$ cat config.mk
export PLATFORM = sky130hd
export DESIGN_NAME = hps_link
export DESIGN_NICKNAME = d
export VERILOG_FILES = /design/src/verilog/hps_link_pkg.sv /design/src/verilog/cmd_frame.sv /design/src/verilog/input_regs.sv /design/src/verilog/key_decode.sv /design/src/verilog/conf_rom.sv /design/src/verilog/hps_link.sv
export SDC_FILE = /design/constraint.sdc
export NUM_CORES = 1
export LEC_CHECK = 0
export ABC_AREA = 1
export BUFFER_PORTS_ARGS = -buffer_cell sky130_fd_sc_hd__buf_2
export CAP_MARGIN = 20
export CORE_ASPECT_RATIO = 1.2
export CORE_MARGIN = 2
export CORE_UTILIZATION = 45
export CTS_BUF_LIST = sky130_fd_sc_hd__clkbuf_4 sky130_fd_sc_hd__clkbuf_8
export DETAILED_ROUTE_END_ITERATION = 16
export PLACE_DENSITY = 0.65
export SYNTH_ARGS = -nofsm -noshare
export SYNTH_HDL_FRONTEND = slang
export SYNTH_SLANG_ARGS = --single-unit
$ cat constraint.sdc
create_clock -name clk_sys -period 3.2 [get_ports clk_sys]
set_clock_uncertainty 0.2 [all_clocks]
set_input_delay 0.32 -clock clk_sys [delete_from_list [all_inputs] [get_ports clk_sys]]
set_output_delay 0.32 -clock clk_sys [all_outputs]
set_load 0.02 [all_outputs]
$ cat src/verilog/hps_link_pkg.sv
/*
 * hps_link shared definitions
 * word and register types of the host command link,
 * the command code set and the key frame skip marker
 */

package hps_link_pkg;

	////////////////////////////////////////
	// widths with a meaning
	////////////////////////////////////////

	// one word on the host bus
	typedef logic [15:0] io_word_t;

	// one joystick button set
	typedef logic [31:0] joy_t;

	// core status register, filled 16 bits at a time
	typedef logic [127:0] status_t;

	// [10] toggle, [9] pressed, [8] extended, [7:0] scan code
	typedef logic [10:0] key_event_t;

	// word index in a frame, saturates at 63
	typedef logic [5:0] word_cnt_t;

	////////////////////////////////////////
	// command codes
	////////////////////////////////////////

	typedef enum logic [15:0] {
		CMD_CFG      = 16'h0001,
		CMD_JOY0     = 16'h0002,
		CMD_JOY1     = 16'h0003,
		CMD_KEY      = 16'h0005,
		CMD_JOY2     = 16'h0010,
		CMD_JOY3     = 16'h0011,
		CMD_JOY4     = 16'h0012,
		CMD_JOY5     = 16'h0013,
		CMD_CONF_STR = 16'h0014,
		CMD_STATUS   = 16'h001E
	} hps_cmd_e;

	localparam int NUM_JOY = 6;

	// upper byte that marks a key word to be dropped
	localparam logic [7:0] SKIP_MARK = 8'hFF;

endpackage

$ cat src/verilog/cmd_frame.sv
/*
 * host command frame tracker
 * latches the command word, counts data words and
 * registers the response word for the host
 */

`timescale 1ns/10ps

module cmd_frame (
	input  logic                   clk_sys,
	input  logic                   rst_n,
	input  logic                   io_enable,
	input  logic                   io_strobe,
	input  hps_link_pkg::io_word_t io_din,
	input  logic [7:0]             conf_byte,
	output hps_link_pkg::hps_cmd_e cmd,
	output hps_link_pkg::word_cnt_t word_cnt,
	output logic                   wr_stb,
	output logic                   frame_end,
	output hps_link_pkg::io_word_t io_dout
);
	import hps_link_pkg::*;

	logic     enable_q;
	io_word_t dout_q;
	io_word_t rd_word;
	logic     cmd_stb;

	// first strobe of a frame carries the command
	assign cmd_stb = io_enable & io_strobe & (word_cnt == '0);
	assign wr_stb  = io_enable & io_strobe & (word_cnt != '0);

	// only the config string is readable
	assign rd_word = (cmd == CMD_CONF_STR && word_cnt != '0) ? {8'h00, conf_byte} : '0;

	always_ff @(posedge clk_sys) begin
		if (!rst_n) begin
			cmd       <= hps_cmd_e'(16'h0000);
			word_cnt  <= '0;
			enable_q  <= 1'b0;
			frame_end <= 1'b0;
			dout_q    <= '0;
		end else begin
			enable_q  <= io_enable;
			frame_end <= enable_q & ~io_enable;
			// keep cmd through frame_end so consumers can close the frame
			if (frame_end)
				cmd <= hps_cmd_e'(16'h0000);
			if (cmd_stb)
				cmd <= hps_cmd_e'(io_din);
			if (!io_enable) begin
				word_cnt <= '0;
				dout_q   <= '0;
			end else if (io_strobe) begin
				if (word_cnt != '1)
					word_cnt <= word_cnt + 1'b1;
				dout_q <= rd_word;
			end
		end
	end

	// bus is released as soon as enable drops
	assign io_dout = io_enable ? dout_q : '0;

endmodule

$ cat src/verilog/input_regs.sv
/*
 * host write registers
 * configuration bits, six joystick button sets and
 * the 128-bit status word
 */

`timescale 1ns/10ps

module input_regs (
	input  logic                    clk_sys,
	input  logic                    rst_n,
	input  hps_link_pkg::hps_cmd_e  cmd,
	input  hps_link_pkg::word_cnt_t word_cnt,
	input  logic                    wr_stb,
	input  hps_link_pkg::io_word_t  io_din,
	output hps_link_pkg::joy_t      joystick [hps_link_pkg::NUM_JOY],
	output hps_link_pkg::status_t   status,
	output logic [1:0]              buttons,
	output logic                    forced_scandoubler,
	output logic                    direct_video
);
	import hps_link_pkg::*;

	logic       joy_hit;
	logic [2:0] joy_idx;
	logic       status_hit;
	logic [2:0] status_slice;

	////////////////////////////////////////
	// command decode
	////////////////////////////////////////

	// joystick index follows the command table, not the code order
	always_comb begin
		joy_hit = 1'b1;
		joy_idx = 3'd0;
		case (cmd)
			CMD_JOY0: joy_idx = 3'd0;
			CMD_JOY1: joy_idx = 3'd1;
			CMD_JOY2: joy_idx = 3'd2;
			CMD_JOY3: joy_idx = 3'd3;
			CMD_JOY4: joy_idx = 3'd4;
			CMD_JOY5: joy_idx = 3'd5;
			default:  joy_hit = 1'b0;
		endcase
	end

	// words 1 to 8 map onto slices 0 to 7
	assign status_hit   = (cmd == CMD_STATUS) && (word_cnt >= 6'd1) && (word_cnt <= 6'd8);
	assign status_slice = word_cnt[2:0] - 3'd1;

	////////////////////////////////////////
	// register writes
	////////////////////////////////////////

	always_ff @(posedge clk_sys) begin
		if (!rst_n) begin
			for (int i = 0; i < NUM_JOY; i++)
				joystick[i] <= '0;
			status             <= '0;
			buttons            <= '0;
			forced_scandoubler <= 1'b0;
			direct_video       <= 1'b0;
		end else if (wr_stb) begin
			// config word, only the first data word counts
			if (cmd == CMD_CFG && word_cnt == 6'd1) begin
				buttons            <= io_din[1:0];
				forced_scandoubler <= io_din[4];
				direct_video       <= io_din[10];
			end

			// low half first, any later word lands in the high half
			if (joy_hit) begin
				if (word_cnt == 6'd1)
					joystick[joy_idx][15:0] <= io_din;
				else
					joystick[joy_idx][31:16] <= io_din;
			end

			if (status_hit)
				status[{status_slice, 4'b0000} +: 16] <= io_din;
		end
	end

endmodule

$ cat src/verilog/key_decode.sv
/*
 * PS/2 key event assembly
 * gathers raw scan-code bytes of a key frame and turns
 * them into one key event when the frame closes
 */

`timescale 1ns/10ps

module key_decode (
	input  logic                     clk_sys,
	input  logic                     rst_n,
	input  hps_link_pkg::hps_cmd_e   cmd,
	input  logic                     wr_stb,
	input  logic                     frame_end,
	input  hps_link_pkg::io_word_t   io_din,
	output hps_link_pkg::key_event_t ps2_key
);
	import hps_link_pkg::*;

	logic [31:0] key_raw;
	logic        skip;
	logic        pressed;
	logic        extended;
	key_event_t  key_next;

	// F0 before the code means release
	assign pressed  = (key_raw[15:8] != 8'hF0);
	assign extended = pressed ? (key_raw[15:8] == 8'hE0) : (key_raw[23:16] == 8'hE0);

	always_comb begin
		key_next = {~ps2_key[10], pressed, extended, key_raw[7:0]};
		// print screen and pause come as multi-byte sequences
		case (key_raw)
			32'hE012E07C: key_next[9:0] = 10'h37C;
			32'h7CE0F012: key_next[9:0] = 10'h17C;
			32'hF014F077: key_next[9:0] = 10'h377;
			default: ;
		endcase
	end

	always_ff @(posedge clk_sys) begin
		if (!rst_n) begin
			key_raw <= '0;
			skip    <= 1'b0;
			ps2_key <= '0;
		end else if (frame_end) begin
			if (cmd == CMD_KEY && !skip)
				ps2_key <= key_next;
			// history starts empty for the next frame
			key_raw <= '0;
			skip    <= 1'b0;
		end else if (wr_stb && cmd == CMD_KEY) begin
			if (io_din[15:8] == SKIP_MARK)
				skip <= 1'b1;
			else if (!skip)
				key_raw <= {key_raw[23:0], io_din[7:0]};
		end
	end

endmodule

$ cat src/verilog/conf_rom.sv
/*
 * configuration string ROM
 * one character per address, first character first,
 * zero past the end of the string
 */

`timescale 1ns/10ps

module conf_rom #(
	parameter CONF_STR = "hps_link"
) (
	input  logic                    clk_sys,
	input  hps_link_pkg::word_cnt_t word_cnt,
	output logic [7:0]              conf_byte
);
	import hps_link_pkg::*;

	localparam int STRLEN = $bits(CONF_STR) / 8;
	localparam int DEPTH  = 2 ** $bits(word_cnt_t);

	logic [7:0] rom [DEPTH];
	word_cnt_t  rom_addr;

	// leftmost character of the literal sits in the top byte
	initial begin
		for (int i = 0; i < DEPTH; i++) begin
			if (i < STRLEN)
				rom[i] = CONF_STR[(STRLEN - i) * 8 - 1 -: 8];
			else
				rom[i] = 8'h00;
		end
	end

	// data word k reads character k-1
	assign rom_addr = word_cnt - 6'd1;

	always_ff @(posedge clk_sys) begin
		conf_byte <= rom[rom_addr];
	end

endmodule

$ cat src/verilog/hps_link.sv
/*
 * hps_link top level
 * host command link core: frame tracker feeding the
 * input registers, the key decoder and the config ROM
 */

`timescale 1ns/10ps

module hps_link #(
	parameter CONF_STR = "hps_link"
) (
	input  logic                     clk_sys,
	input  logic                     rst_n,
	input  logic                     io_enable,
	input  logic                     io_strobe,
	input  hps_link_pkg::io_word_t   io_din,
	output hps_link_pkg::io_word_t   io_dout,
	output hps_link_pkg::joy_t       joystick_0,
	output hps_link_pkg::joy_t       joystick_1,
	output hps_link_pkg::joy_t       joystick_2,
	output hps_link_pkg::joy_t       joystick_3,
	output hps_link_pkg::joy_t       joystick_4,
	output hps_link_pkg::joy_t       joystick_5,
	output hps_link_pkg::status_t    status,
	output logic [1:0]               buttons,
	output logic                     forced_scandoubler,
	output logic                     direct_video,
	output hps_link_pkg::key_event_t ps2_key
);
	import hps_link_pkg::*;

	hps_cmd_e   cmd;
	word_cnt_t  word_cnt;
	logic       wr_stb;
	logic       frame_end;
	logic [7:0] conf_byte;
	joy_t       joystick [NUM_JOY];

	cmd_frame cmd_frame_inst (
		.clk_sys, .rst_n, .io_enable, .io_strobe, .io_din,
		.conf_byte, .cmd, .word_cnt, .wr_stb, .frame_end, .io_dout
	);

	input_regs input_regs_inst (
		.clk_sys, .rst_n, .cmd, .word_cnt, .wr_stb, .io_din,
		.joystick, .status, .buttons, .forced_scandoubler, .direct_video
	);

	key_decode key_decode_inst (
		.clk_sys, .rst_n, .cmd, .wr_stb, .frame_end, .io_din, .ps2_key
	);

	conf_rom #(
		.CONF_STR(CONF_STR)
	) conf_rom_inst (
		.clk_sys, .word_cnt, .conf_byte
	);

	// one port per joystick
	assign joystick_0 = joystick[0];
	assign joystick_1 = joystick[1];
	assign joystick_2 = joystick[2];
	assign joystick_3 = joystick[3];
	assign joystick_4 = joystick[4];
	assign joystick_5 = joystick[5];

endmodule

==> impl_metrics.json <==
{
  "status": "completed",
  "pin_count": 371,
  "synth_top_area_share_pct": 46.73,
  "dp_hpwl_um": 35600,
  "cts.sinks": 406,
  "postCtsSetupBuffers": 0,
  "grt_pass1_wl_um": 86310,
  "crit_required_ns": 3.52,
  "cts_root_buffer": "clkbuf_8",
  "overflow": 0,
  "synth_cells": 2481,
  "tightest_slew_ns": 0.8466,
  "die_width_um": 183.5,
  "pre_cts_ws_ns": 0.2674,
  "gp_congestion": 0.8529,
  "min_period_over_period_pct": 91.04,
  "synth.distinct_cells": 28,
  "yosysTopAreaCell": "dfxtp_1",
  "synth.area.top_cells": "dfxtp_1, nor2_1, nand2_1, o21bai_1, nor3_1",
  "ys_seq_area_share_pct": 46.73,
  "routed_via_density": 5.115,
  "max_freq_ghz": 0.3433,
  "core_um2": 37960,
  "powerDensity_nw_per_um2": 496.9,
  "cp-start-kind": "flop",
  "synth_seq_cells": 406,
  "worst-path-max-fanout": 17,
  "relSlewSlack_pct": 43.56,
  "p_leak_nw": 10.36,
  "cts_made_buffers": 68,
  "die_area_um2": 40240,
  "insertion_delay_ns": 0.62,
  "area_growth_pct": 20.29,
  "first_pass_iters": 5,
  "hold_path_class": "input pin to flop",
  "drcViolationCount": 0,
  "start_util_pct": 45.81,
  "grt_pass1_vias": 15400,
  "via_count": 16880,
  "rsz0062_at_grt": "false",
  "cts_tree": "done",
  "port-buffer-count": 361,
  "clkTransAtPathRegs_ns": 0.06,
  "ctsHtreeMaxLevel": 3,
  "fin_ws_ns": 0.2867,
  "clockBufferDepth": 3,
  "die_h_um": 219.4,
  "yosysWarnings": 0,
  "antenna_found_initial": 1,
  "final_layout_size_suffix_gt1_share_pct": 19.23,
  "finalSetupTns_ns": 0,
  "grt_max_degree": 182,
  "fin_crit_ns": 2.913,
  "track_usage_pct": 27.48,
  "nets": 2799,
  "synth_area_per_cell_um2": 7.010,
  "rows": 78,
  "diodes": 0,
  "slew_viol_final": 0,
  "antenna_left": 0,
  "routed_wl_um": 56400,
  "path_class": "flop to flop",
  "worstPathArrival_ns": 3.23,
  "hold_viol_final": 0,
  "wl_per_cell_um": 17.10,
  "vdd_ir_drop_max_mv": 0.3126,
  "end_kind": "flop",
  "drv_cap": 0,
  "synth_area_um2": 17390,
  "setup_viol": 0,
  "drt_first_iter_violations": 1373
}
Yosys cell counts:
cell type,number
nor2_2,2
o22ai_1,8
nand3_1,49
conb_1,1
a21oi_1,38
nor3b_1,3
nor4_1,1
nor3_4,1
nor2_1,601
o21ai_0,111
clkbuf_2,2
buf_1,12
buf_4,12
ha_1,9
clkinv_1,2
and3b_1,1
nor3_1,235
o21a_1,1
nand2_1,430
inv_2,4
xor2_1,2
dfxtp_1,406
o21bai_1,161
clkbuf_1,129
buf_2,45
nand3_2,1
inv_1,186
nand4_1,28
registers in the layout, summed over array words and instances (netlist names), 6 cells and up:
register and cells:
cmd_frame_inst.cmd 16, cmd_frame_inst.dout_q 7, cmd_frame_inst.word_cnt 6, conf_rom_inst.conf_byte 7, input_regs_inst.joystick 192, input_regs_inst.status 128, key_decode_inst.key_raw 32, key_decode_inst.ps2_key 11
routing by layer:
metal  track usage, %  vias up  share of wire (%)
li1                 -     8416                  -
met1            34.51     7690                 42
met2            42.38      632                 44
met3            8.148      136                8.9
met4            14.88        2                4.9
met5                0        -              0.020
cell usage in the layout, fill, tap and decap left out, types with 8 or more instances in the layout:
| cell type | instances |
|---|---|
| nor2_1 | 601 |
| nand2_1 | 429 |
| dfxtp_1 | 406 |
| buf_2 | 360 |
| nor3_1 | 233 |
| inv_1 | 186 |
| o21bai_1 | 161 |
| o21ai_0 | 111 |
| clkbuf_8 | 85 |
| nand3_1 | 43 |
| buf_4 | 40 |
| a21oi_1 | 38 |
| nand4_1 | 28 |
| clkbuf_4 | 27 |
| ha_1 | 9 |
| conb_1 | 9 |
| o22ai_1 | 8 |
timing repair:
| action | in CTS | in global routing |
|---|---|---|
| hold endpoints to repair | 13 | 0 |
| hold buffers | 5 | 0 |
| resized for setup | 0 | 1 |
| setup endpoints to repair | 0 | 13 |
worst max-delay path: stages, from the launching register on:
cell	delay (ns)
dfxtp_1	0.40
inv_1	0.14
ha_1	0.24
ha_1	0.35
inv_1	0.09
ha_1	0.29
inv_1	0.05
nor2_1	0.14
nand2_1	0.07
nor2_1	0.21
buf_4	0.26
inv_2	0.16
nor2_1	0.13
nor2_1	0.06
area by class of cell:
| cell class | count | area (µm²) |
|---|---|---|
| fillers | 3680 | 17040 |
| inverters | 192 | 720.7 |
| clock inverters | 7 | 47.55 |
| clock buffers | 112 | 1373 |
| multi-input cells | 1691 | 7784 |
| flip-flops and latches | 406 | 8128 |
| well taps | 480 | 600.6 |
| repair buffers | 411 | 2267 |
power by group:
group / switching [mW] / internal [mW] / leakage (nW)
clock network: 2.11 / 2.70 / 0.756
registers: 0.00999 / 5.07 / 3.27
logic: 0.406 / 0.0962 / 6.33
through the flow:
step / instance area [µm²] / hold WS [ns] / utilization [%] / std cells / power [mW]
6_report: 20920 / 0.05198 / 55.11 / 3299 / 10.40
3_5_place_dp: 19440 / 0.2378 / 51.21 / 3175 / 5.678
3_3_place_gp: 19440 / 0.2307 / 51.21 / 3175 / 5.676
2_1_floorplan: 17420 / 0.2045 / - / 2489 / 5.498
5_1_grt: 20920 / 0.06886 / 55.11 / 3299 / 10.77
4_1_cts: 20910 / 0.01529 / 55.09 / 3299 / 10.48
cells by family (layout without fill, tap and decap cells):
logic type,count (synthesis),in the layout,share of synthesized area (%)
adders and majority gates,9,9,0.6475
other,1,9,0.02156
DFF,406,406,46.73
buffers and inverters,392,722,9.058
and+or+nand+nor,1352,1352,31.87
AOI/OAI and AO/OA,319,319,11.57
xor gates and xnor gates,2,2,0.1007
path summary, 6_finish.rpt:
kind / from / slack [ns] / depth (start not counted) / to
worst max-delay path: cmd_frame_inst.word_cnt[1] / 0.29 / 13 / input_regs_inst.status[79]
worst min-delay path: io_din[11] / 0.05 / 5 / input_regs_inst.status[123]
worst max register to register: cmd_frame_inst.word_cnt[1] / 0.29 / 13 / input_regs_inst.status[79]
worst min register to register: cmd_frame_inst.enable_q / 0.24 / 2 / cmd_frame_inst.frame_end
No activity file was read; power rests on OpenSTA's default activity.
